--- config.mk ---
export PLATFORM = sky130hd
export DESIGN_NAME = fir_tap_multiply
export DESIGN_NICKNAME = d
export VERILOG_FILES = /design/src/design/fas_pkg.sv /design/src/design/fir_tap_multiply.sv
export VERILOG_INCLUDE_DIRS = /design/src /design/src/design
export SDC_FILE = /design/constraint.sdc
export NUM_CORES = 2
export LEC_CHECK = 0
export BUFFER_PORTS_ARGS = -buffer_cell sky130_fd_sc_hd__buf_2
export CAP_MARGIN = 15
export CORE_AREA = 2 2 606 367
export DETAILED_ROUTE_END_ITERATION = 16
export DIE_AREA = 0 0 608 369
export PLACE_DENSITY = 0.45
export SYNTH_ARGS = -nofsm -noshare
export SYNTH_HDL_FRONTEND = slang
export SYNTH_SLANG_ARGS = --single-unit
--- constraint.sdc ---
create_clock -name clk -period 17.52 [get_ports clk]
set_input_delay 0.876 -clock clk [delete_from_list [all_inputs] [get_ports clk]]
set_output_delay 0.876 -clock clk [all_outputs]
set_load 0.005 [all_outputs]
--- src/design/fas_config.svh ---
`ifndef FAS_CONFIG_SVH
`define FAS_CONFIG_SVH

// FIR filter geometry
`define FIR_TAPS 32
`define FIR_HALF 16

// Rising edges after reset release until fir_valid
`define FIR_WARMUP 36

// FFT frame geometry and fixed point
`define FFT_POINTS 16
`define FFT_FRAC 8
`define TWIDDLE_FRAC 16

`endif

--- src/design/fas_pkg.sv ---
`default_nettype none

`include "fas_config.svh"

package fas_pkg;

	typedef logic signed [15:0] sample_t;
	typedef logic signed [15:0] coef_t;
	typedef logic signed [16:0] pair_sum_t;
	typedef logic signed [31:0] product_t;
	typedef logic signed [23:0] twiddle_t;
	typedef logic signed [31:0] fft_word_t;
	typedef logic [31:0] bin_t; // {re[15:0], im[15:0]}

	// Symmetric half of the low-pass response from the outermost tap inward
	localparam coef_t fir_coefs [`FIR_HALF] = '{
		16'hff9e, 16'hff86, 16'hffa7, 16'h003b,
		16'h014b, 16'h024a, 16'h0222, 16'hffe4,
		16'hfbc5, 16'hf7ca, 16'hf74e, 16'hfd74,
		16'h0b1a, 16'h1dac, 16'h2f9e, 16'h3aa9
	};

	// W16^k = cos(2*pi*k/16) - j*sin(2*pi*k/16)
	localparam twiddle_t twiddle_re [`FFT_POINTS / 2] = '{
		24'h010000, 24'h00ec83, 24'h00b504, 24'h0061f7,
		24'h000000, 24'hff9e09, 24'hff4afc, 24'hff137d
	};

	localparam twiddle_t twiddle_im [`FFT_POINTS / 2] = '{
		24'h000000, 24'hff9e09, 24'hff4afc, 24'hff137d,
		24'hff0000, 24'hff137d, 24'hff4afc, 24'hff9e09
	};

endpackage

`default_nettype wire

--- src/design/fir_tap_multiply.sv ---
`timescale 1ns/1ps
`default_nettype none

`include "fas_config.svh"

module fir_tap_multiply (
	input  wire logic                clk,
	input  wire logic                rst,
	input  wire fas_pkg::pair_sum_t  pair_sum [`FIR_HALF],
	output fas_pkg::product_t        product [`FIR_HALF]
);

	fas_pkg::product_t prod_nxt [`FIR_HALF];

	// Full 32-bit signed products that wrap on overflow
	always_comb begin
		for (int i = 0; i < `FIR_HALF; i++) begin
			prod_nxt[i] = fas_pkg::product_t'(pair_sum[i])
				* fas_pkg::product_t'(fas_pkg::fir_coefs[i]);
		end
	end

	always_ff @(posedge clk or posedge rst) begin
		if (rst) begin
			for (int i = 0; i < `FIR_HALF; i++) begin
				product[i] <= '0;
			end
		end else begin
			for (int i = 0; i < `FIR_HALF; i++) begin
				product[i] <= prod_nxt[i];
			end
		end
	end

endmodule

`default_nettype wire

==> flow_summary_export.csv <==
group,metric,value,unit
run_status,status,"finished clean",
route,drtPass1Iterations,5,
timing,drv_slew,0,
floorplanning,ioPinCount,786,
cts,cts.repair.resized,0,
route,avgRoutedWirePerCell,18.5,µm
timing,fin_crit_sh,34.5,%
timing,worstMarginPinSlew,1.08,ns
cts,ctsHoldBuffers,0,
synth,syn_area,65300,µm²
synth,yosysTopAreaCell,"fa_1",
pwr,ir_drop,0.000171,V
floorplanning,dieArea,224000,µm²
timing,max_clock_freq,165,MHz
synth,synth_edf_count,0,
placement,portBuffers,771,
route,vias_per_cell,4.34,
setup_path,path_max_fanout,7,
synth,synth_top_area_share,29.3,%
layout,largest_reg_flops,433,
layout,drive_gt1_share,13.0,%
synth,synth_most_common_cell,"inv_1",
floorplanning,rows,133,
grt,track_usage,16.7,%
timing,fin_tns_setup,0,ns
layout,fin_nets,9645,
grt,grt_max_degree,86,
flow_run,max_cap_violations,0,
synth,yosysSeqAreaShare,16.6,%
cts,cts.sinks,433,
synth,synth-main-ff-cell,"dfrtp_1",
setup_path,crit_path_frequent_cell,"fa_1",
setup_path,slowest_delay,0.56,ns
setup_path,path_buf_inv,5,
synth,synthArstFlopShare,100,%
route,drt_wl_total,186,mm
pwr,power_density,190,nW/µm²
synth,synth_area_leaders,"fa_1, ha_1, dfrtp_1",
cts,cts-buffers-inserted,56,
timing,hold_violations,0,
route,drc,0,
setup_path,cp-end-kind,"flip-flop",
synth,ys_seq_elements,433,
route,num_vias,43400,
setup_path,cp.required,18.12,ns
floorplanning,coreArea,218000,µm²
synth,ys_types,75,
setup_path,slowest_stage,"fa_1",
layout,area_delta_synth_final,13.8,%
floorplanning,die_h,369,µm
timing,rsz0062_at_grt,"no",
grt,antenna_found_initial,47,
timing,worst_slack,11.47,ns
cts,cts_buffer_depth,3,
layout,layout.area.seq,10800,µm²
layout,multi_input_area,47400,µm²
placement,post-place-ws,10.74,ns
synth,syn_inst,6291,
synth,netlist_top_cells_count,"inv_1, ha_1, fa_1",
setup_path,cp_top_family,"adder cells",
timing,min_period,6.05,ns
setup_path,crit_type,"primary input to flip-flop",
layout,n_fill_cell,22400,
timing,whs,0.259,ns
grt,first_global_vias,46100,
cts,clkTransAtPathRegs,0.06,ns
setup_path,crit_chain,"buf_2 > fa_1 > fa_1 > inv_1 > fa_1 > inv_1 > fa_1 > fa_1 > inv_1 > fa_1 > inv_1 > ha_1 > a21o_1 > a21o_1 > a21oi_1 > o21ai_0 > o2bb2ai_1 > a211oi_1 > a211oi_1 > a311o_1 > a21oi_1 > xnor2_1",
timing,relSlewSlack,27.0,%
pwr,total_power,0.0141,W
route,ant_nets,0,
synth,syn_area_per_cell,10.4,µm²
setup_path,arrival,6.66,ns
layout,top_register,"product",
placement,hpwl,164,mm
route,first_iter_violations,2265,
layout,largestRegisters,"product: 433 flops",
cts,post_cts_buffers,0,
cts,h-tree-depth,2,
cts,clock-root-buffer,"clkbuf_16",
worst_hold_path,min_path_type,"primary input to asynchronous set/reset pin",
synth,yosys_warnings,0,
cts,tritoncts,"yes",
setup_path,worstSetupStartpointType,"primary input",
grt,grt_pass1_wl,287,mm
pwr,power.leakage,40.2,nW
placement,gp_congestion,0.887,
floorplanning,die_w,608,µm
timing,setup_violations,0,
grt,grt-ovfl-total,0,
floorplanning,initial_utilization,29.9,%
[worst max path at each step]
stage                             from           to  slack [ns]  cells past startpoint
after floorplan                    rst   product[0]        4.58                      1
after global placement    pair_sum[33]  product[62]       10.74                     19
after detailed placement  pair_sum[33]  product[62]       10.74                     19
after CTS                 pair_sum[33]  product[62]       11.52                     19
after global routing      pair_sum[33]  product[62]       11.04                     19
final                     pair_sum[19]  product[62]       11.47                     22
[kinds of logic after synthesis]
group	share of synthesized area (%)
flip-flops	16.6
buffers and inverters	10.9
AND/OR/NAND/NOR	4.44
other	0.00574
multiplexers	0.391
XOR/XNOR	5.12
AO/OA/AOI/OAI	7.13
adder cells (fa/ha/maj)	55.4
[cell usage in the layout, fill, tap and decap left out, drive strengths merged, types with 8 or more instances in the layout]
master,Yosys,final
xnor2,293,293
bufinv,0,9
a31o,10,10
and2,17,17
a21o,101,101
mux2,12,12
o21a,50,50
or2,13,13
mux2i,12,12
o21bai,42,42
clkinv,1,18
a21oi,221,221
and3,21,21
diode,0,12
nand2,113,113
nand4,11,11
ha,1365,1365
clkbuf,8,66
a211o,10,10
a2111oi,12,12
conb,1,14
inv,1727,1734
o2111ai,8,8
o21ai,119,119
buf,80,777
nand3,60,60
nand2b,44,44
o31ai,14,14
o211ai,10,10
nor2b,35,35
a31oi,29,29
dfrtp,433,433
a21boi,14,14
fa,955,955
xor2,89,89
nor3,51,51
nor2,188,188
or3,15,15
a211oi,18,18
[metal layers]
metal	track usage, %	vias up	part of all wire (%)
met5	0	-	0.052
li1	-	21200	-
met4	4.99	14	3.3
met3	2.61	229	3.8
met2	25.2	689	43
met1	24.6	21300	50
[cell type report]
| cell class | count | share of cell area, % |
|---|---|---|
| Antenna cell | 12 | 0.0404 |
| Clock buffer | 66 | 2.03 |
| Clock inverter | 40 | 0.720 |
| Inverter | 1728 | 8.73 |
| Multi-Input combinational cell | 4055 | 63.8 |
| Sequential cell | 433 | 14.6 |
| Tap cell | 2902 | 4.88 |
| Timing Repair Buffer | 777 | 5.25 |
[per-stage QoR]
step / instance area [µm²] / utilization, % / std cells
floorplan: 65400 / - / 6304
detailed placement: 72300 / 33.1 / 9895
CTS: 74300 / 34.0 / 10000
finish: 74400 / 34.1 / 10000
global placement: 72300 / 33.1 / 9895
global route: 74400 / 34.1 / 10000
[power breakdown]
part,switching (W),internal (W)
clock,0.000569,0.000758
combinational,0.00631,0.00465
sequential,0.000199,0.00160
Power figures use the tool's default switching activity.
