[src/design/fas_config.svh]
`ifndef FAS_CONFIG_SVH
`define FAS_CONFIG_SVH

// FIR filter geometry
`define FIR_TAPS 32
`define FIR_HALF 16

// Rising edges after reset release until fir_valid
`define FIR_WARMUP 36

// FFT frame geometry and fixed point
`define FFT_POINTS 16
`define FFT_FRAC 8
`define TWIDDLE_FRAC 16

`endif

[src/design/fas_pkg.sv]
`default_nettype none

`include "fas_config.svh"

package fas_pkg;

	typedef logic signed [15:0] sample_t;
	typedef logic signed [15:0] coef_t;
	typedef logic signed [16:0] pair_sum_t;
	typedef logic signed [31:0] product_t;
	typedef logic signed [23:0] twiddle_t;
	typedef logic signed [31:0] fft_word_t;
	typedef logic [31:0] bin_t; // {re[15:0], im[15:0]}

	// Symmetric half of the low-pass response from the outermost tap inward
	localparam coef_t fir_coefs [`FIR_HALF] = '{
		16'hff9e, 16'hff86, 16'hffa7, 16'h003b,
		16'h014b, 16'h024a, 16'h0222, 16'hffe4,
		16'hfbc5, 16'hf7ca, 16'hf74e, 16'hfd74,
		16'h0b1a, 16'h1dac, 16'h2f9e, 16'h3aa9
	};

	// W16^k = cos(2*pi*k/16) - j*sin(2*pi*k/16)
	localparam twiddle_t twiddle_re [`FFT_POINTS / 2] = '{
		24'h010000, 24'h00ec83, 24'h00b504, 24'h0061f7,
		24'h000000, 24'hff9e09, 24'hff4afc, 24'hff137d
	};

	localparam twiddle_t twiddle_im [`FFT_POINTS / 2] = '{
		24'h000000, 24'hff9e09, 24'hff4afc, 24'hff137d,
		24'hff0000, 24'hff137d, 24'hff4afc, 24'hff9e09
	};

endpackage

`default_nettype wire

[src/design/fir_accumulate.sv]
`timescale 1ns/1ps
`default_nettype none

`include "fas_config.svh"

module fir_accumulate (
	input  wire logic                clk,
	input  wire logic                rst,
	input  wire fas_pkg::product_t   product [`FIR_HALF],
	output fas_pkg::sample_t         fir_d,
	output logic                     fir_valid
);

	localparam int GROUPS = 4;
	localparam int STRIDE = `FIR_HALF / GROUPS;
	localparam int CNT_W = $clog2(`FIR_WARMUP);
	localparam int PROD_W = $bits(fas_pkg::product_t);
	localparam int OUT_W = $bits(fas_pkg::sample_t);

	fas_pkg::product_t partial [GROUPS];
	fas_pkg::product_t total;
	logic [CNT_W-1:0] warm_cnt;

	always_ff @(posedge clk or posedge rst) begin
		if (rst) begin
			for (int g = 0; g < GROUPS; g++) begin
				partial[g] <= '0;
			end
			total <= '0;
			fir_d <= '0;
		end else begin
			for (int g = 0; g < GROUPS; g++) begin
				partial[g] <= product[g] + product[g + STRIDE]
					+ product[g + 2 * STRIDE] + product[g + 3 * STRIDE];
			end
			total <= partial[0] + partial[1] + partial[2] + partial[3];
			// Upper half nudged up by one for negative totals
			fir_d <= total[PROD_W-1 -: OUT_W] + {{(OUT_W - 1){1'b0}}, total[PROD_W-1]};
		end
	end

	// Sticky once the delay line has filled
	always_ff @(posedge clk or posedge rst) begin
		if (rst) begin
			warm_cnt <= '0;
			fir_valid <= 1'b0;
		end else if (!fir_valid) begin
			warm_cnt <= warm_cnt + 1'b1;
			if (warm_cnt == CNT_W'(`FIR_WARMUP - 1)) begin
				fir_valid <= 1'b1;
			end
		end
	end

endmodule

`default_nettype wire

[config.mk]
export PLATFORM = sky130hd
export DESIGN_NAME = fir_accumulate
export DESIGN_NICKNAME = d
export VERILOG_FILES = /design/src/design/fas_pkg.sv /design/src/design/fir_accumulate.sv
export VERILOG_INCLUDE_DIRS = /design/src /design/src/design
export SDC_FILE = /design/constraint.sdc
export NUM_CORES = 1
export LEC_CHECK = 0
export ABC_AREA = 1
export BUFFER_PORTS_ARGS = -buffer_cell sky130_fd_sc_hd__buf_2
export CAP_MARGIN = 40
export CORE_ASPECT_RATIO = 0.7
export CORE_MARGIN = 3
export CORE_UTILIZATION = 60
export CTS_CLUSTER_SIZE = 20
export DETAILED_ROUTE_END_ITERATION = 8
export PLACE_DENSITY_LB_ADDON = 0.3
export SKIP_LAST_GASP = 1
export SYNTH_ARGS = -nofsm -noshare
export SYNTH_HDL_FRONTEND = slang
export SYNTH_SLANG_ARGS = --single-unit
[constraint.sdc]
create_clock -name clk -period 9.8 [get_ports clk]
set_input_delay 1.96 -clock clk [delete_from_list [all_inputs] [get_ports clk]]
set_output_delay 1.96 -clock clk [all_outputs]
set_load 0.02 [all_outputs]
==> flow_summary.toml <==
[cells_and_area]
nets = 5221
fillers = 3508
drive_above_1_share_pct = 14.9
ff_latch_area_sq_um = 4180
layout.cells.non_filler = 4800
stdcell_area_sq_um = 29200
post-route-util_pct = 70.6
syn2layout_area_growth_pct = 15.5
multi_input_area_sq_um = 16100

[global_routing]
grt_max_degree = 94
grt_pass1_vias = 21721
track_usage_pct = 31.4
gr-total-overflow = 0
antenna_found_initial = 2
grt_pass1_wl_mm = 110

[sta]
setup_viol = 0
worst_slew_pin_slew_ns = 0.818
rsz0062_at_grt = "no"
whs_ns = 0.474
skew_ns = 0.0116
finalHoldViolCount = 0
finalWorstSetupSlack_ns = 5.36
max_freq_ghz = 0.225
slew_viol_final = 0
slew_headroom_pct = 45.5
fin_crit_sh_pct = 45.3
setup-tns-final_ns = 0
min_period_ns = 4.44

[detailed_routing]
vias = 23101
wire_per_inst_microns = 14.4
wl_met1_mm = 31.6
finalWirelength_mm = 69.2
drtIter0Drc = 2191
wl_met2_mm = 30.8
postRouteAntennaNets = 0
vias_per_cell = 4.81
wl_met3_mm = 5.82
top_layer_used = "met4"
dr.pass1.iters = 6
drc = 0

[setup_path]
cp-start-kind = "primary input"
critPathLaunch = "product[65]"
critical_path_class = "in -> reg"
reg2reg_slack_ns = 6.82
critPathMaxFanout = 5
cp-end-kind = "flip-flop"
worstPathRequired_ns = 10.14
r2r-start = "partial[23]"
crit_arrival_ns = 4.77

[synth]
synthesis.area_sq_um = 25200
synth_edf_count = 0
yosysUniqueCellTypes = 35
yosysSeqAreaShare_pct = 16.6
yosysWarningCount = 0
synth_cells = 3692
synth_seq_cells = 167
synth_fp_nets = 4671
synthFlopType = "dfrtp_1"
syn_area_per_cell_sq_um = 6.84
async_reset_ff_share_pct = 100

[power_and_ir_drop]
power.leakage_nw = 18.9
p_per_area_nw_per_um2 = 381
ir_worst_vdd_mv = 0.463
total_power_mw = 11.1

[clock_network]
post_cts_resized = 0
insertion_delay_ns = 0.45
cts-buffers-inserted = 17
ctsHoldBuffers = 0
clockBufferDepth = 2
cts_htree_levels = 4
cts.clk_slew.worst_paths_ns = 0.07
cts_sinks = 167
cts_tree = "built"
cts_setup_buffers = 0
cts-root-buf = "clkbuf_16"

[placement]
gp_congestion = 0.958
dpl_cell_area_sq_um = 28600
dp_hpwl_mm = 62.2
pre_cts_ws_ns = 4.93
portBuffers = 530
placed_cells = 4767

[die]
fp-row-count = 62
dieHeight_microns = 178
ioPinCount = 531
dieArea_sq_um = 44600
core_area_sq_um = 41300
die-width_microns = 251
initial_core_util_pct = 61.2

[job]
cap_violations = 0

[min_path]
hp-start = "total[18]"
hp-class = "reg -> reg"

[run_status]
status = "finished, final reports clean"
per-layer routing:
metal / up-vias / track usage [%]
met1: 10646 / 47.0
met2: 889 / 49.3
met3: 71 / 4.72
li1: 11495 / -
met4: 0 / 5.60
met5: - / 0
power by group:
part / internal, mW / total [mW] / switching (mW)
Combinational: 3.17 / 9.22 / 6.06
Clock: 0.332 / 0.639 / 0.306
Sequential: 1.09 / 1.26 / 0.169
Total: 4.59 / 11.1 / 6.53
registers in the layout (all words and copies together) (netlist names):
name	flops
warm_cnt	6
fir_d	16
partial	128
total	16
fir_valid	1
synthesized netlist by cell type, types with 17 or more instances:
library cell,count,area (sq um)
inv_1,1318,4950
nand2_1,1003,3760
fa_1,309,6190
nor2_1,208,781
dfrtp_1,167,4180
ha_1,156,1950
nand3_1,141,706
a21oi_1,96,480
xor2_1,86,753
o21bai_1,30,225
nand4_1,28,175
nand2_2,26,163
xnor2_1,18,158
nor2_2,17,106
critical path, cell delays in order:
cell and delay [ns]:
buf_2 0.08, inv_1 0.04, fa_1 0.59, inv_1 0.07, fa_1 0.44, ha_1 0.23
fa_1 0.52, nand3_1 0.13, nand3_2 0.12, nand2_1 0.10, nand2_1 0.08, nand2_1 0.08
nand2_2 0.07, nand2_1 0.09, nand2_1 0.06, nand2_1 0.06, nand2_1 0.04
cell families after synthesis:
group / synth area share [%]
adder cells (fa/ha/maj): 32.2
buffers and inverters: 19.7
XOR/XNOR: 3.61
AND/OR/NAND/NOR: 24.3
AO/OA/AOI/OAI: 3.63
flip-flops: 16.6
path summary, 6_finish.rpt:
path | endpoint | cells after the start
max | partial[95] | 17
min | fir_d[2] | 1
max reg2reg | total[27] | 12
min reg2reg | fir_d[2] | 1
max in group asynchronous | partial[70] | 4
min in group asynchronous | fir_d[11] | 2
area by class of cell:
type | instances | share of cell area (%)
Sequential cell | 167 | 14.3
Tap cell | 544 | 2.33
Clock buffer | 19 | 1.48
Inverter | 1323 | 17.1
Clock inverter | 13 | 0.386
Antenna cell | 1 | 0.00858
Multi-Input combinational cell | 2201 | 55.2
Timing Repair Buffer | 532 | 9.22
cell usage in the layout, fill, tap and decap left out, types with 7 or more instances in the layout:
master	count
a21oi_1	96
buf_2	530
clkbuf_16	17
dfrtp_1	167
fa_1	309
ha_1	156
inv_1	1317
inv_6	7
nand2_1	1003
nand2_2	26
nand3_1	141
nand3b_1	13
nand4_1	28
nor2_1	208
nor2_2	17
nor3_1	15
o21a_1	12
o21bai_1	30
xnor2_1	18
xor2_1	86
No activity file was read; power rests on OpenSTA's default activity.
