`config.mk`:
```
export PLATFORM = sky130hd
export DESIGN_NAME = fir_delay_line
export DESIGN_NICKNAME = d
export VERILOG_FILES = /design/src/design/fas_pkg.sv /design/src/design/fir_delay_line.sv
export VERILOG_INCLUDE_DIRS = /design/src /design/src/design
export SDC_FILE = /design/constraint.sdc
export NUM_CORES = 1
export LEC_CHECK = 0
export BUFFER_PORTS_ARGS = -buffer_cell sky130_fd_sc_hd__buf_4
export CORE_MARGIN = 2
export CORE_UTILIZATION = 35
export DETAILED_ROUTE_END_ITERATION = 10
export GPL_ROUTABILITY_DRIVEN = 0
export PLACE_DENSITY = 0.5
export SYNTH_ARGS = -nofsm -noshare
export SYNTH_HDL_FRONTEND = slang
export SYNTH_SLANG_ARGS = --single-unit
```
`constraint.sdc`:
```
create_clock -name clk -period 33.5 [get_ports clk]
set_input_delay 3.35 -clock clk [delete_from_list [all_inputs] [get_ports clk]]
set_output_delay 3.35 -clock clk [all_outputs]
set_load 0.01 [all_outputs]
```
`src/design/fas_config.svh`:
```
`ifndef FAS_CONFIG_SVH
`define FAS_CONFIG_SVH

// FIR filter geometry
`define FIR_TAPS 32
`define FIR_HALF 16

// Rising edges after reset release until fir_valid
`define FIR_WARMUP 36

// FFT frame geometry and fixed point
`define FFT_POINTS 16
`define FFT_FRAC 8
`define TWIDDLE_FRAC 16

`endif

```
`src/design/fas_pkg.sv`:
```
`default_nettype none

`include "fas_config.svh"

package fas_pkg;

	typedef logic signed [15:0] sample_t;
	typedef logic signed [15:0] coef_t;
	typedef logic signed [16:0] pair_sum_t;
	typedef logic signed [31:0] product_t;
	typedef logic signed [23:0] twiddle_t;
	typedef logic signed [31:0] fft_word_t;
	typedef logic [31:0] bin_t; // {re[15:0], im[15:0]}

	// Symmetric half of the low-pass response from the outermost tap inward
	localparam coef_t fir_coefs [`FIR_HALF] = '{
		16'hff9e, 16'hff86, 16'hffa7, 16'h003b,
		16'h014b, 16'h024a, 16'h0222, 16'hffe4,
		16'hfbc5, 16'hf7ca, 16'hf74e, 16'hfd74,
		16'h0b1a, 16'h1dac, 16'h2f9e, 16'h3aa9
	};

	// W16^k = cos(2*pi*k/16) - j*sin(2*pi*k/16)
	localparam twiddle_t twiddle_re [`FFT_POINTS / 2] = '{
		24'h010000, 24'h00ec83, 24'h00b504, 24'h0061f7,
		24'h000000, 24'hff9e09, 24'hff4afc, 24'hff137d
	};

	localparam twiddle_t twiddle_im [`FFT_POINTS / 2] = '{
		24'h000000, 24'hff9e09, 24'hff4afc, 24'hff137d,
		24'hff0000, 24'hff137d, 24'hff4afc, 24'hff9e09
	};

endpackage

`default_nettype wire

```
`src/design/fir_delay_line.sv`:
```
`timescale 1ns/1ps
`default_nettype none

`include "fas_config.svh"

module fir_delay_line (
	input  wire logic                clk,
	input  wire logic                rst,
	input  wire fas_pkg::sample_t    data,
	output fas_pkg::pair_sum_t       pair_sum [`FIR_HALF]
);

	fas_pkg::sample_t taps [`FIR_TAPS];

	always_ff @(posedge clk or posedge rst) begin
		if (rst) begin
			for (int i = 0; i < `FIR_TAPS; i++) begin
				taps[i] <= '0;
			end
		end else begin
			taps[0] <= data; // Newest sample
			for (int i = 1; i < `FIR_TAPS; i++) begin
				taps[i] <= taps[i - 1];
			end
		end
	end

	// Mirrored taps share a coefficient
	always_comb begin
		for (int i = 0; i < `FIR_HALF; i++) begin
			pair_sum[i] = fas_pkg::pair_sum_t'(taps[i])
				+ fas_pkg::pair_sum_t'(taps[`FIR_TAPS - 1 - i]);
		end
	end

endmodule

`default_nettype wire

```
==> impl_metrics.tcl <==
set metrics [dict create \
    critPathLaunchType "flip-flop" \
    crit_start "taps[96]$_DFF_PP0_" \
    irDropWorstVdd_v 0.0000379 \
    core_mm2 0.0700 \
    grt_util_met1_pct 20.8 \
    die-area_mm2 0.0730 \
    syn_inst 2094 \
    vias 17500 \
    synth-seq-cells 512 \
    fin_tns_setup_ps 0 \
    p_sw_w 0.000522 \
    layout-drive-gt1-share_pct 18.2 \
    synth-edff-count 0 \
    cts_root_buf "clkbuf_16" \
    synth.largest_area_cell "dfrtp_1" \
    drtIter0Drc 804 \
    ys_seq_area_share_pct 51.7 \
    min_delay_path_depth 0 \
    n_fill_cell 6506 \
    clock_latency_ps 610 \
    setup_viol 0 \
    area_growth_syn_to_layout_pct 21.1 \
    clk_path_buf_depth 3 \
    ios 290 \
    p_leak_nw 13.9 \
    regMostFlops "taps" \
    power_density_mw_per_mm2 57.7 \
    fp.dieH_um 270 \
    overflow 0 \
    die_x_um 270 \
    grt.total_usage_pct 18.8 \
    power_frac_clock_pct 36.2 \
    hold_viol 0 \
    netlist_area_mm2 0.0248 \
    internal_power_w 0.00121 \
    cts_hold_buf 0 \
    register_area_mm2 0.0128 \
    dr.pass1.iters 5 \
    r2r-start "taps[417]$_DFF_PP0_" \
    antenna_found_initial 0 \
    cp.required_ps 30150 \
    totalWireLength_um 68500 \
    yosys-top-cells-count "512 x dfrtp_1, 256 x ha_1, 150 x a21oi_1" \
    hold_start "taps[394]$_DFF_PP0_" \
    htreeDepth 2 \
    arrival_ps 3420 \
    ys_types 80 \
    met2_usage_pct 34.8 \
    rsz0062_at_grt "no" \
    period_share_pct 20.2 \
    cp_max_fo 4 \
    status "finished clean" \
    postRouteAntennaNets 0 \
    skew_ps 19.4 \
    hold_class "flip-flop to flip-flop" \
    worst_pin_slew_ps 1020 \
    relSlewSlack_pct 32.3 \
    synth_ff_type "dfrtp_1" \
    place_ws_ps 27290 \
    clkSlewWorstSetupHoldPaths_ps 60 \
    yosys-top-cells-area "dfrtp_1 52%, ha_1 13%, xnor2_1 4.6%" \
    largest_reg_flops 512 \
    synth.most_common_cell "dfrtp_1" \
    dpl.hpwl_um 51400 \
    synth.avg_cell_area_um2 11.8 \
    wl_per_cell_um 20.0 \
    endpoint_kind "primary output" \
    diodes 0 \
    cts_made_buffers 57 \
    maxClockFrequency_mhz 148 \
    grt_pass1_vias 19100 \
    reg2reg_depth 0 \
    grt_pass1_wl_um 106000 \
    ys_async_sr_fraction_pct 100 \
    reg_top3 "taps: 512 flops" \
    rows 97 \
    initial_core_util_pct 35.4 \
    io_buffers 289 \
    tritoncts "yes" \
    cts-resized-gates 0 \
    via_per_inst 5.11 \
    ys_warn_count 0 \
    gr-max-usage-layer "met2" \
    syn_nets 2384 \
    setup_ws_ps 26730 \
    p_seq_share_pct 38.8 \
    use_met3_pct 3.98 \
    drc_errors 0 \
    min_period_ps 6770 \
    cap_violations 0 \
    slew_viol_final 0 \
    multi_input_area_mm2 0.0117 \
    criticalPathCategory "flip-flop to primary output" \
    grt_max_degree 178 \
    cts_sinks 512 \
    comb_power_share_pct 25.0 \
    finalNetCount 2733 \
    switching_share_pct 30.2 \
    cts_setup_buffers 0 \
    synth_top_area_share_pct 51.7 \
]
==> per-layer routing <==
metal / part of all wire [%] / vias up / wire length [µm]
met5: 0 / - / 0
met4: 3.6 / 0 / 2500
met3: 5.5 / 130 / 3750
met2: 53 / 400 / 36300
met1: 38 / 8587 / 26000
li1: - / 8370 / -
==> critical path, stage by stage (launching register included) <==
cell	delay, ps
dfrtp_1	380
ha_1	230
fa_1	410
a21oi_1	240
o211ai_1	190
o41ai_2	690
o21ai_1	200
o21ai_1	200
a31o_2	170
buf_4	110
==> cells in the final DEF, fill, tap and decap left out, types with 11 or more instances in the layout <==
master | netlist | layout
nand2b_1 | 23 | 23
fa_1 | 16 | 16
clkbuf_1 | 2 | 20
a21o_1 | 86 | 86
clkbuf_16 | 0 | 59
nand3_1 | 29 | 29
buf_4 | 0 | 292
dfrtp_1 | 512 | 512
a31o_2 | 13 | 13
xor2_1 | 59 | 59
ha_1 | 256 | 256
a21oi_2 | 13 | 13
nor2_1 | 132 | 132
a31oi_1 | 24 | 24
nor3_1 | 53 | 53
a2111oi_0 | 12 | 12
xnor2_1 | 130 | 130
o21bai_1 | 26 | 26
a221oi_1 | 11 | 11
nand2_1 | 96 | 96
o21ai_1 | 38 | 38
o21a_1 | 24 | 24
a211oi_1 | 22 | 22
nand4_1 | 20 | 20
and3_1 | 15 | 15
o211ai_1 | 22 | 22
o21ai_0 | 58 | 58
clkbuf_8 | 0 | 15
nor2b_1 | 31 | 31
inv_1 | 67 | 66
a21oi_1 | 150 | 150
==> area by class of cell <==
type                            instances  area share (%)
Sequential cell                       512            42.7
Multi-Input combinational cell       1512            39.0
Timing Repair Buffer                  293            7.37
Clock buffer                           94            5.86
Tap cell                              940            3.92
Inverter                               67           0.863
Clock inverter                          7           0.308
==> cell families after synthesis <==
group / synth area share [%]
AO/OA/AOI/OAI: 17.1
XOR/XNOR: 6.68
adder cells (fa/ha/maj): 14.2
buffers and inverters: 1.07
flip-flops: 51.7
multiplexers: 0.409
AND/OR/NAND/NOR: 8.81
==> stage by stage <==
| step | instance area (µm²) | total power (W) | instances | utilization (%) | hold slack [ps] |
|---|---|---|---|---|---|
| floorplan | 24800 | 0.000927 | 2094 | - | 357 |
| global placement | 28200 | 0.00111 | 3324 | 40.2 | 361 |
| detailed placement | 28200 | 0.00112 | 3324 | 40.2 | 365 |
| CTS | 30000 | 0.00176 | 3425 | 42.9 | 364 |
| global route | 30000 | 0.00182 | 3425 | 42.9 | 383 |
| finish | 30000 | 0.00173 | 3425 | 42.9 | 369 |
==> power by group through the flow <==
stage | Sequential [W] | Combinational, W | Clock, W
floorplan | 0.000675 | 0.000251 | 0
global placement | 0.000683 | 0.000430 | 0
detailed placement | 0.000682 | 0.000437 | 0
CTS | 0.000672 | 0.000439 | 0.000645
global route | 0.000676 | 0.000471 | 0.000671
finish | 0.000672 | 0.000432 | 0.000626
==> path summary, 6_finish.rpt <==
check | to | slack, ps
hold / removal | taps[378]$_DFF_PP0_ | 370
setup / recovery | pair_sum[169] | 26730
min in group asynchronous | taps[176]$_DFF_PP0_ | 2880
hold reg to reg | taps[378]$_DFF_PP0_ | 370
setup reg to reg | taps[401]$_DFF_PP0_ | 32920
max in group asynchronous | taps[79]$_DFF_PP0_ | 28220
Power figures use the tool's default switching activity.
