**config.mk**
```make
export PLATFORM = sky130hd
export DESIGN_NAME = fft_frame_buffer_flat
export DESIGN_NICKNAME = d
export VERILOG_FILES = /design/src/design/fas_pkg.sv /design/src/design/fft_frame_if.sv /design/src/design/fft_frame_buffer.sv /design/src/flat_wrapper.sv
export VERILOG_INCLUDE_DIRS = /design/src /design/src/design
export SDC_FILE = /design/constraint.sdc
export NUM_CORES = 1
export LEC_CHECK = 0
export ABC_CLOCK_PERIOD_IN_PS = 16800
export BUFFER_PORTS_ARGS = -buffer_cell sky130_fd_sc_hd__clkbuf_2
export CORE_AREA = 2 2 406 408
export CTS_CLUSTER_SIZE = 28
export DETAILED_ROUTE_END_ITERATION = 6
export DIE_AREA = 0 0 408 410
export PLACE_DENSITY_LB_ADDON = 0.15
export SETUP_SLACK_MARGIN = 0.2
export SYNTH_ARGS = -nofsm -noshare
export SYNTH_HDL_FRONTEND = slang
export SYNTH_SLANG_ARGS = --single-unit
```
**constraint.sdc**
```tcl
create_clock -name clk -period 16.8 [get_ports clk]
set_clock_uncertainty 0.05 [all_clocks]
set_input_delay 1.68 -clock clk [delete_from_list [all_inputs] [get_ports clk]]
set_output_delay 1.68 -clock clk [all_outputs]
set_load 0.01 [all_outputs]
```
**src/design/fas_config.svh**
```systemverilog
`ifndef FAS_CONFIG_SVH
`define FAS_CONFIG_SVH

// FIR filter geometry
`define FIR_TAPS 32
`define FIR_HALF 16

// Rising edges after reset release until fir_valid
`define FIR_WARMUP 36

// FFT frame geometry and fixed point
`define FFT_POINTS 16
`define FFT_FRAC 8
`define TWIDDLE_FRAC 16

`endif

```
**src/design/fas_pkg.sv**
```systemverilog
`default_nettype none

`include "fas_config.svh"

package fas_pkg;

	typedef logic signed [15:0] sample_t;
	typedef logic signed [15:0] coef_t;
	typedef logic signed [16:0] pair_sum_t;
	typedef logic signed [31:0] product_t;
	typedef logic signed [23:0] twiddle_t;
	typedef logic signed [31:0] fft_word_t;
	typedef logic [31:0] bin_t; // {re[15:0], im[15:0]}

	// Symmetric half of the low-pass response from the outermost tap inward
	localparam coef_t fir_coefs [`FIR_HALF] = '{
		16'hff9e, 16'hff86, 16'hffa7, 16'h003b,
		16'h014b, 16'h024a, 16'h0222, 16'hffe4,
		16'hfbc5, 16'hf7ca, 16'hf74e, 16'hfd74,
		16'h0b1a, 16'h1dac, 16'h2f9e, 16'h3aa9
	};

	// W16^k = cos(2*pi*k/16) - j*sin(2*pi*k/16)
	localparam twiddle_t twiddle_re [`FFT_POINTS / 2] = '{
		24'h010000, 24'h00ec83, 24'h00b504, 24'h0061f7,
		24'h000000, 24'hff9e09, 24'hff4afc, 24'hff137d
	};

	localparam twiddle_t twiddle_im [`FFT_POINTS / 2] = '{
		24'h000000, 24'hff9e09, 24'hff4afc, 24'hff137d,
		24'hff0000, 24'hff137d, 24'hff4afc, 24'hff9e09
	};

endpackage

`default_nettype wire

```
**src/design/fft_frame_if.sv**
```systemverilog
`timescale 1ns/1ps
`default_nettype none

`include "fas_config.svh"

// One complex frame held from its valid pulse until the next
interface fft_frame_if;

	logic valid;
	fas_pkg::fft_word_t re [`FFT_POINTS];
	fas_pkg::fft_word_t im [`FFT_POINTS];

	modport source (
		output valid,
		output re,
		output im
	);

	modport sink (
		input valid,
		input re,
		input im
	);

endinterface

`default_nettype wire

```
**src/design/fft_frame_buffer.sv**
```systemverilog
`timescale 1ns/1ps
`default_nettype none

`include "fas_config.svh"

module fft_frame_buffer (
	input  wire logic                clk,
	input  wire logic                rst,
	input  wire fas_pkg::sample_t    fir_d,
	input  wire logic                fir_valid,
	fft_frame_if.source              frame
);

	localparam int IDX_W = $clog2(`FFT_POINTS);
	localparam logic [IDX_W-1:0] LAST_IDX = IDX_W'(`FFT_POINTS - 1);

	logic [IDX_W-1:0] wr_idx;
	fas_pkg::sample_t fill [`FFT_POINTS - 1]; // Last sample goes straight out

	function automatic fas_pkg::fft_word_t scale(input fas_pkg::sample_t s);
		return fas_pkg::fft_word_t'(s) <<< `FFT_FRAC;
	endfunction

	always_ff @(posedge clk or posedge rst) begin
		if (rst) begin
			wr_idx <= '0;
			frame.valid <= 1'b0;
		end else begin
			frame.valid <= fir_valid && (wr_idx == LAST_IDX);
			if (fir_valid) begin
				wr_idx <= wr_idx + 1'b1; // Wraps to next frame
			end
		end
	end

	always_ff @(posedge clk) begin
		if (fir_valid) begin
			if (wr_idx == LAST_IDX) begin
				for (int i = 0; i < `FFT_POINTS - 1; i++) begin
					frame.re[i] <= scale(fill[i]);
				end
				frame.re[`FFT_POINTS - 1] <= scale(fir_d);
				for (int i = 0; i < `FFT_POINTS; i++) begin
					frame.im[i] <= '0;
				end
			end else begin
				fill[wr_idx] <= fir_d;
			end
		end
	end

endmodule

`default_nettype wire

```
**src/flat_wrapper.sv**
```systemverilog
// flat-port wrapper written by rule: the top's interface ports become plain ports
module fft_frame_buffer_flat 
  (clk, rst, fir_d, fir_valid, frame_valid, frame_re, frame_im);
  fft_frame_if frame_i ();
  input  wire logic clk;
  input  wire logic rst;
  input  wire fas_pkg::sample_t fir_d;
  input  wire logic fir_valid;
  output wire logic [$bits(frame_i.valid)-1:0] frame_valid;
  output wire logic [$bits(frame_i.re)-1:0] frame_re;
  output wire logic [$bits(frame_i.im)-1:0] frame_im;
  assign frame_valid = frame_i.valid;
  assign frame_re = {>>{frame_i.re}};
  assign frame_im = {>>{frame_i.im}};
  fft_frame_buffer u_core (.clk(clk), .rst(rst), .fir_d(fir_d), .fir_valid(fir_valid), .frame(frame_i));
endmodule
```
==> reports/qor.yml <==
run_status:
  status: "finished, final reports clean"
place:
  place_inst: 3776
  place_ws_ps: 12180
  gp_congestion: 0.707
  port_buffers: 403
  hpwl_mm: 37.6
timing:
  fin_crit_ps: 3920
  slew_headroom_pct: 27.0
  setup_ws_ps: 12880
  final-hold-violation-count: 0
  worstMarginPinSlew_ps: 1090
  tns_ps: 0
  fmaxAchievable_mhz: 255
  grt_setup_unrepaired: "no"
  finalMaxSlewViolations: 0
  setup_viol_count_final: 0
  finalCritPeriodShare_pct: 23.3
floorplan:
  start_util_pct: 12.9
  fp.coreArea_mm2: 0.163
  die_w_um: 408
  pin_count: 1044
  std_cell_rows: 149
  die_h_um: 410
  dieArea_mm2: 0.167
synthesis:
  ys_seq_area_share_pct: 71.4
  synth_top_cell_area_share_pct: 70.8
  synth_area_per_cell_um2: 16.1
  synth-warning-count: 0
  syn_area_mm2: 0.0210
  syn_inst: 1307
  yosysTopAreaCell: "edfxtp_1"
  ys_ff_latch: 501
  ys_types: 18
  synth_area_leaders: "edfxtp_1, buf_4, dfrtp_1"
clock_tree:
  ctsHoldBuffers: 0
  ctsResizeCount: 0
  post_cts_buffers: 0
  clock_latency_ps: 600
  htree_levels: 2
  clockBufferDepth: 3
  cts.clk_slew.worst_paths_ps: 60
  root_buffer: "clkbuf_16"
  cts_tree: "done"
  cts.sinks: 501
  numCtsBuffers: 52
worst_setup_path:
  crit_chain: "clkbuf_2 -> nand2_1 -> nor2_4 -> buf_4 -> buf_4"
  worst-path-buf-inv: 3
  reg2reg_to: "frame_re[492]"
  crit_type: "in -> reg"
  critPathRequiredTime_ps: 16970
  startpoint_type: "input port"
  worstPathArrival_ps: 4090
  cp_slowest_cell: "buf_4"
  crit_path_max_incr_delay_ps: 870
  rr_worst_depth: 5
  r2r_start: "u_core.wr_idx[0]"
  path_common_cell: "buf_4"
  rrSetupSlack_ps: 13570
  crit_fanout: 74
  path_delay_family: "buffers and inverters"
  crit_path_end_kind: "register"
global_route:
  antenna_found_initial: 7
  grt_use_total_pct: 5.98
  grt_overflow: 0
  grt_pass1_wl_mm: 70.5
  grt_max_degree: 75
  grt_pass1_vias: 8323
layout:
  num-fill-cells: 18100
  layout-drive-gt1-share_pct: 29.4
  final_nets: 1664
  stdcell_count: 3872
  area_delta_synth_final_pct: 14.8
power:
  switching_share_pct: 25.9
  intPower_uw: 2160
  pwr-share-clk_pct: 39.0
  power.switching_uw: 757
  pwr-share-comb_pct: 8.8
  leakage_uw: 0.00924
  p_per_area_mw_per_mm2: 121
  seq_power_share_pct: 52.2
  vdd_ir_drop_max_mv: 0.0771
route:
  vias_per_cell: 2.29
  vias: 8880
  postRouteAntennaNets: 0
  drt_pass1_iterations: 4
  wl_mm: 54.7
  drc: 0
  wl_per_cell_um: 14.1
  drt_iter0_drc: 482
run:
  maxCapViolCount: 0
hold_path:
  min_from: "u_core.fill[0][1]"
  whs_path_depth: 0
  min_path_type: "reg -> reg"
  hold_path_end: "frame_re[489]"
-- worst max path at each step --
stage / startpoint / endpoint / slack [ps] / depth (start not counted)
2_1_floorplan: fir_valid / u_core.frame.valid / 2900 / 3
3_3_place_gp: fir_valid / frame_re[41] / 12230 / 5
3_5_place_dp: fir_valid / frame_re[52] / 12180 / 5
4_1_cts: fir_valid / frame_re[296] / 12810 / 5
5_1_grt: fir_valid / frame_re[471] / 12640 / 5
6_report: fir_valid / frame_re[492] / 12880 / 5
-- metal layers --
metal  GRT usage [%]  part of all wire, %
met1            6.31                   35
met2            10.2                   49
met3            3.33                   14
met4            1.68                  2.2
met5               0                0.018
-- area by class of cell --
class	count	area [um2]	area share, %
Sequential cell	501	15000	62.2
Tap cell	2189	2740	11.3
Multi-Input combinational cell	672	2670	11.0
Timing Repair Buffer	411	2080	8.60
Clock buffer	61	1340	5.53
Clock inverter	32	295	1.22
Inverter	3	11.3	0.0466
Antenna cell	3	7.51	0.0311
-- Yosys cell counts --
library cell and count:
conb_1 1, inv_1 3, dfrtp_1 5, o21ai_0 1, nand4_1 1, nor3b_1 4
nand2_1 4, buf_4 768, nor2_1 1, nor3b_2 1, and4b_1 1, xor2_1 1
buf_2 2, xnor2_1 2, ha_1 4, edfxtp_1 496, and2_1 11, and3b_1 1
-- sequential cells by signal, indices dropped and copies added, names as in the netlist --
register,flops
frame_re,225
u_core.fill,240
u_core.frame.re,31
u_core.frame.valid,1
u_core.wr_idx,4
-- kinds of logic after synthesis --
| logic type | after synthesis | share of synthesized area (%) |
|---|---|---|
| and+or+nand+nor | 24 | 0.737 |
| xor gates and xnor gates | 3 | 0.125 |
| buffers and inverters | 773 | 27.5 |
| adders and majority gates | 4 | 0.238 |
| AOI/OAI and AO/OA | 1 | 0.0238 |
| other | 1 | 0.0178 |
| DFF | 501 | 71.4 |
-- per-stage QoR --
stage               cell area, um2  hold slack [ps]  util, %  total power [uW]
floorplan                    23400              350        -              1820
global route                 24100              348     14.8              3050
global placement             22500              350     13.8              1810
detailed placement           22500              355     13.8              1810
finish                       24200              358     14.8              2920
CTS                          24100              355     14.8              2980
-- cells in the final DEF, fill, tap and decap left out, drive strengths merged --
cell type | synthesis | routed
o21ai | 1 | 1
bufinv | 0 | 4
nor2 | 1 | 1
inv | 3 | 7
dfrtp | 5 | 5
nand2 | 4 | 4
clkinv | 0 | 20
edfxtp | 496 | 496
diode | 0 | 3
conb | 1 | 640
ha | 4 | 4
and4b | 1 | 1
clkbuf | 0 | 464
nand4 | 1 | 1
nor3b | 5 | 5
and2 | 11 | 11
clkinvlp | 0 | 4
and3b | 1 | 1
xnor2 | 2 | 2
xor2 | 1 | 1
buf | 770 | 8
-- power by group through the flow --
stage                     sequential, uW  combinational [uW]  clock (uW)
after floorplan                     1570                 257           0
after global placement              1550                 260           0
after detailed placement            1550                 262           0
after CTS                           1530                 263        1190
after global routing                1530                 282        1230
final                               1520                 256        1140
(Power assumes the default switching activity.)
