## config.mk

```make
export PLATFORM = sky130hd
export DESIGN_NAME = fft_output_reorder_flat
export DESIGN_NICKNAME = d
export VERILOG_FILES = /design/src/design/fas_pkg.sv /design/src/design/fft_frame_if.sv /design/src/design/fft_output_reorder.sv /design/src/flat_wrapper.sv
export VERILOG_INCLUDE_DIRS = /design/src /design/src/design
export SDC_FILE = /design/constraint.sdc
export NUM_CORES = 1
export LEC_CHECK = 0
export BUFFER_PORTS_ARGS = -buffer_cell sky130_fd_sc_hd__buf_2
export CORE_AREA = 2 2 599 601
export CTS_CLUSTER_DIAMETER = 150
export DETAILED_ROUTE_END_ITERATION = 16
export DIE_AREA = 0 0 601 603
export PLACE_DENSITY_LB_ADDON = 0.12
export SLEW_MARGIN = 20
export SYNTH_ARGS = -nofsm -noshare
export SYNTH_HDL_FRONTEND = slang
export SYNTH_SLANG_ARGS = --single-unit
```

## constraint.sdc

```tcl
create_clock -name clk -period 19 [get_ports clk]
set_input_delay 3.8 -clock clk [delete_from_list [all_inputs] [get_ports clk]]
set_output_delay 3.8 -clock clk [all_outputs]
set_load 0.02 [all_outputs]
```

## src/design/fas_config.svh

```systemverilog
`ifndef FAS_CONFIG_SVH
`define FAS_CONFIG_SVH

// FIR filter geometry
`define FIR_TAPS 32
`define FIR_HALF 16

// Rising edges after reset release until fir_valid
`define FIR_WARMUP 36

// FFT frame geometry and fixed point
`define FFT_POINTS 16
`define FFT_FRAC 8
`define TWIDDLE_FRAC 16

`endif

```

## src/design/fas_pkg.sv

```systemverilog
`default_nettype none

`include "fas_config.svh"

package fas_pkg;

	typedef logic signed [15:0] sample_t;
	typedef logic signed [15:0] coef_t;
	typedef logic signed [16:0] pair_sum_t;
	typedef logic signed [31:0] product_t;
	typedef logic signed [23:0] twiddle_t;
	typedef logic signed [31:0] fft_word_t;
	typedef logic [31:0] bin_t; // {re[15:0], im[15:0]}

	// Symmetric half of the low-pass response from the outermost tap inward
	localparam coef_t fir_coefs [`FIR_HALF] = '{
		16'hff9e, 16'hff86, 16'hffa7, 16'h003b,
		16'h014b, 16'h024a, 16'h0222, 16'hffe4,
		16'hfbc5, 16'hf7ca, 16'hf74e, 16'hfd74,
		16'h0b1a, 16'h1dac, 16'h2f9e, 16'h3aa9
	};

	// W16^k = cos(2*pi*k/16) - j*sin(2*pi*k/16)
	localparam twiddle_t twiddle_re [`FFT_POINTS / 2] = '{
		24'h010000, 24'h00ec83, 24'h00b504, 24'h0061f7,
		24'h000000, 24'hff9e09, 24'hff4afc, 24'hff137d
	};

	localparam twiddle_t twiddle_im [`FFT_POINTS / 2] = '{
		24'h000000, 24'hff9e09, 24'hff4afc, 24'hff137d,
		24'hff0000, 24'hff137d, 24'hff4afc, 24'hff9e09
	};

endpackage

`default_nettype wire

```

## src/design/fft_frame_if.sv

```systemverilog
`timescale 1ns/1ps
`default_nettype none

`include "fas_config.svh"

// One complex frame held from its valid pulse until the next
interface fft_frame_if;

	logic valid;
	fas_pkg::fft_word_t re [`FFT_POINTS];
	fas_pkg::fft_word_t im [`FFT_POINTS];

	modport source (
		output valid,
		output re,
		output im
	);

	modport sink (
		input valid,
		input re,
		input im
	);

endinterface

`default_nettype wire

```

## src/design/fft_output_reorder.sv

```systemverilog
`timescale 1ns/1ps
`default_nettype none

`include "fas_config.svh"

module fft_output_reorder (
	input  wire logic   clk,
	input  wire logic   rst,
	fft_frame_if.sink   in_frame,
	output logic        fft_valid,
	output fas_pkg::bin_t fft_d0, fft_d1, fft_d2, fft_d3,
	output fas_pkg::bin_t fft_d4, fft_d5, fft_d6, fft_d7,
	output fas_pkg::bin_t fft_d8, fft_d9, fft_d10, fft_d11,
	output fas_pkg::bin_t fft_d12, fft_d13, fft_d14, fft_d15
);

	localparam int IDX_W = $clog2(`FFT_POINTS);
	localparam int HALF_W = $bits(fas_pkg::bin_t) / 2;

	fas_pkg::bin_t bin_nxt [`FFT_POINTS];
	fas_pkg::bin_t bin_q [`FFT_POINTS];

	function automatic int bit_rev(input int k);
		int r;
		r = 0;
		for (int b = 0; b < IDX_W; b++) begin
			r = (r << 1) | ((k >> b) & 1);
		end
		return r;
	endfunction

	// DIF leaves bins in bit-reversed order
	for (genvar k = 0; k < `FFT_POINTS; k++) begin : g_bin
		localparam int SRC = bit_rev(k);
		assign bin_nxt[k] = {in_frame.re[SRC][`FFT_FRAC +: HALF_W],
			in_frame.im[SRC][`FFT_FRAC +: HALF_W]};
	end

	always_ff @(posedge clk or posedge rst) begin
		if (rst) begin
			fft_valid <= 1'b0;
			for (int k = 0; k < `FFT_POINTS; k++) begin
				bin_q[k] <= '0;
			end
		end else begin
			fft_valid <= in_frame.valid;
			if (in_frame.valid) begin
				bin_q <= bin_nxt;
			end
		end
	end

	assign fft_d0 = bin_q[0];
	assign fft_d1 = bin_q[1];
	assign fft_d2 = bin_q[2];
	assign fft_d3 = bin_q[3];
	assign fft_d4 = bin_q[4];
	assign fft_d5 = bin_q[5];
	assign fft_d6 = bin_q[6];
	assign fft_d7 = bin_q[7];
	assign fft_d8 = bin_q[8];
	assign fft_d9 = bin_q[9];
	assign fft_d10 = bin_q[10];
	assign fft_d11 = bin_q[11];
	assign fft_d12 = bin_q[12];
	assign fft_d13 = bin_q[13];
	assign fft_d14 = bin_q[14];
	assign fft_d15 = bin_q[15];

endmodule

`default_nettype wire

```

## src/flat_wrapper.sv

```systemverilog
// flat-port wrapper written by rule: the top's interface ports become plain ports
module fft_output_reorder_flat 
  (clk, rst, fft_valid, fft_d0, fft_d1, fft_d2, fft_d3, fft_d4, fft_d5, fft_d6, fft_d7, fft_d8, fft_d9, fft_d10, fft_d11, fft_d12, fft_d13, fft_d14, fft_d15, in_frame_valid, in_frame_re, in_frame_im);
  fft_frame_if in_frame_i ();
  input  wire logic clk;
  input  wire logic rst;
  output logic fft_valid;
  output fas_pkg::bin_t fft_d0;
  output fas_pkg::bin_t fft_d1;
  output fas_pkg::bin_t fft_d2;
  output fas_pkg::bin_t fft_d3;
  output fas_pkg::bin_t fft_d4;
  output fas_pkg::bin_t fft_d5;
  output fas_pkg::bin_t fft_d6;
  output fas_pkg::bin_t fft_d7;
  output fas_pkg::bin_t fft_d8;
  output fas_pkg::bin_t fft_d9;
  output fas_pkg::bin_t fft_d10;
  output fas_pkg::bin_t fft_d11;
  output fas_pkg::bin_t fft_d12;
  output fas_pkg::bin_t fft_d13;
  output fas_pkg::bin_t fft_d14;
  output fas_pkg::bin_t fft_d15;
  input wire logic [$bits(in_frame_i.valid)-1:0] in_frame_valid;
  input wire logic [$bits(in_frame_i.re)-1:0] in_frame_re;
  input wire logic [$bits(in_frame_i.im)-1:0] in_frame_im;
  assign in_frame_i.valid = in_frame_valid;
  assign in_frame_i.re = {>>{in_frame_re}};
  assign in_frame_i.im = {>>{in_frame_im}};
  fft_output_reorder u_core (.clk(clk), .rst(rst), .in_frame(in_frame_i), .fft_valid(fft_valid), .fft_d0(fft_d0), .fft_d1(fft_d1), .fft_d2(fft_d2), .fft_d3(fft_d3), .fft_d4(fft_d4), .fft_d5(fft_d5), .fft_d6(fft_d6), .fft_d7(fft_d7), .fft_d8(fft_d8), .fft_d9(fft_d9), .fft_d10(fft_d10), .fft_d11(fft_d11), .fft_d12(fft_d12), .fft_d13(fft_d13), .fft_d14(fft_d14), .fft_d15(fft_d15));
endmodule
```

==> reports/metrics.yaml <==
hold_class: "flop to flop"
switching_share_pct: 30.5
wl_per_cell_um: 17.6
areaGrowthSynthToFinish_pct: 69.5
wl_met2_um: 63800
htree_num_levels: 3
drt-total-wl_um: 123000
fin_total_pwr_w: 0.00342
dp_hpwl_um: 100000
crit_chain: "buf_2 -> inv_8 -> buf_4 -> buf_4 -> buf_4 -> buf_4"
wl_met1_um: 43200
numCtsBuffers: 83
finClkSkew_ns: 0
path_class: "input pin to asynchronous set/reset pin"
rsz0062_at_grt: "false"
ys_ff_latch: 513
leakage_nw: 13.5
fin_nets: 3183
synthCells: 1083
wl_met3_um: 11900
path_max_fanout: 65
dr.max_layer_used: "met5"
chipHeight_um: 603
drt_first_iter_violations: 441
die_area_um2: 362000
num_io_pins: 1540
tightest_slew_ns: 1.08
synth_nets: 2110
layout_commonest_cell: "buf_2"
fin_crit_sh_pct: 34.4
synth_area_um2: 19200
hold_buffers: 0
clockPowerShare_pct: 46.5
ys_types: 6
critPathCaptureType: "asynchronous set/reset pin"
most-common-layout-cells: "buf_2, dfrtp_1, mux2_2"
crit_path_start_kind: "input pin"
max_slew_margin_pct: 28.0
worstSkewPairLatency_ns: 0.72
first_global_vias: 15200
postRouteAntennaNets: 0
die_w_um: 601
finalHoldViolCount: 0
yosysSeqAreaShare_pct: 66.7
arrival_ns: 7.30
placed_area_um2: 29900
setup_viol: 0
final_max_slew_viol_count: 0
status: "complete, no violations"
min_period_ns: 6.54
grt_overflow: 0
cts_buffer_depth: 4
start_util_pct: 5.42
drc_errors: 0
combinationalPowerShare_pct: 16.7
crit_required_ns: 19.77
num_rows: 219
antenna_found_initial: 110
gp_congestion: 0.757
cts_resized: 0
fin_hold_ws_ns: 0.497
grt_usage_pct: 6.57
maxCapViolCount: 0
num_vias: 14200
vias_per_cell: 2.03
p_sw_w: 0.00104
grt_first_pass_wirelength_um: 159000
max_freq_ghz: 0.153
port-buffer-count: 1027
path_common_cell: "buf_4"
avgSynthCellArea_um2: 17.8
synth-warning-count: 0
postCtsSetupBuffers: 0
p_int_w: 0.00238
drive_above_1_share_pct: 76.0
seq_power_share_pct: 36.8
cts_tree: "yes"
first_pass_iters: 4
irDropWorstVdd_uv: 57.5
cp_slowest_cell: "buf_4"
fin_area_um2: 32600
cts.clk_slew.worst_paths_ns: 0.05
fillers: 41100
core_region_area_um2: 355000
max_stage_delay_ns: 0.73
power_density_nw_per_um2: 105
clock_sinks: 513
fin_tns_setup_ns: 0
root_buffer: "clkbuf_16"
grt_max_degree: 123
-- cells by family (layout without fill, tap and decap cells) --
logic type / count (synthesis) / in the layout / synth area share, %
other cells: 0 / 18 / 0
flops: 513 / 513 / 66.7
mux: 512 / 512 / 30.0
buf+inv: 58 / 1186 / 3.36
-- stage by stage --
step | std cells | setup slack, ns | utilization [%]
3_5_place_dp | 6822 | 11.31 | 8.40
5_1_grt | 6965 | 11.87 | 9.17
4_1_cts | 6962 | 12.15 | 9.17
3_3_place_gp | 6822 | 11.25 | 8.40
6_report | 6980 | 12.46 | 9.18
2_1_floorplan | 1083 | 0.872 | -
-- critical path: cells and delay by family --
kind                   cells  cell delay, ns
buffers and inverters      6            3.24
-- power groups by stage --
stage               logic [W]  registers, W  clock network [W]
global route         0.000614       0.00127            0.00173
floorplan            0.000156       0.00141                  0
global placement     0.000604       0.00128                  0
finish               0.000572       0.00126            0.00159
CTS                  0.000601       0.00126            0.00169
detailed placement   0.000601       0.00128                  0
-- final timing paths --
kind | start | end | slack, ns | cells past startpoint
setup / recovery | rst | u_core.fft_d8[10]$_DFFE_PP0P_ | 12.46 | 6
hold / removal | u_core.fft_d2[3]$_DFFE_PP0P_ | u_core.fft_d2[3]$_DFFE_PP0P_ | 0.50 | 1
setup reg to reg | u_core.fft_d0[24]$_DFFE_PP0P_ | u_core.fft_d0[24]$_DFFE_PP0P_ | 18.11 | 1
hold reg to reg | u_core.fft_d2[3]$_DFFE_PP0P_ | u_core.fft_d2[3]$_DFFE_PP0P_ | 0.50 | 1
max in group clk | in_frame_valid | u_core.fft_d6[12]$_DFFE_PP0P_ | 12.70 | 5
min in group asynchronous | rst | u_core.fft_d12[17]$_DFFE_PP0P_ | 3.05 | 2
-- metal layers --
metal | GRT usage [%] | up-vias
met5 | 0 | -
met4 | 1.91 | 66
met3 | 2.92 | 252
met2 | 11.9 | 645
met1 | 6.78 | 7193
li1 | - | 6018
-- synth_stat cells --
cell | number | area (µm²)
dfrtp_1 | 513 | 12800
buf_6 | 46 | 518
mux2_2 | 512 | 5770
buf_2 | 3 | 15.0
clkbuf_8 | 8 | 110
inv_1 | 1 | 3.75
-- layout make-up --
type                    count  area [µm²]  area share, %
flip-flops and latches    513       12800           39.3
well taps                4751        5940           18.2
clock inverters            15         250          0.767
repair buffers           1045        5300           16.2
inverters                   1        11.3         0.0345
multi-input cells         512        5770           17.7
clock buffers             125        2490           7.62
diodes                     18        45.0          0.138
No activity file was read; power rests on OpenSTA's default activity.
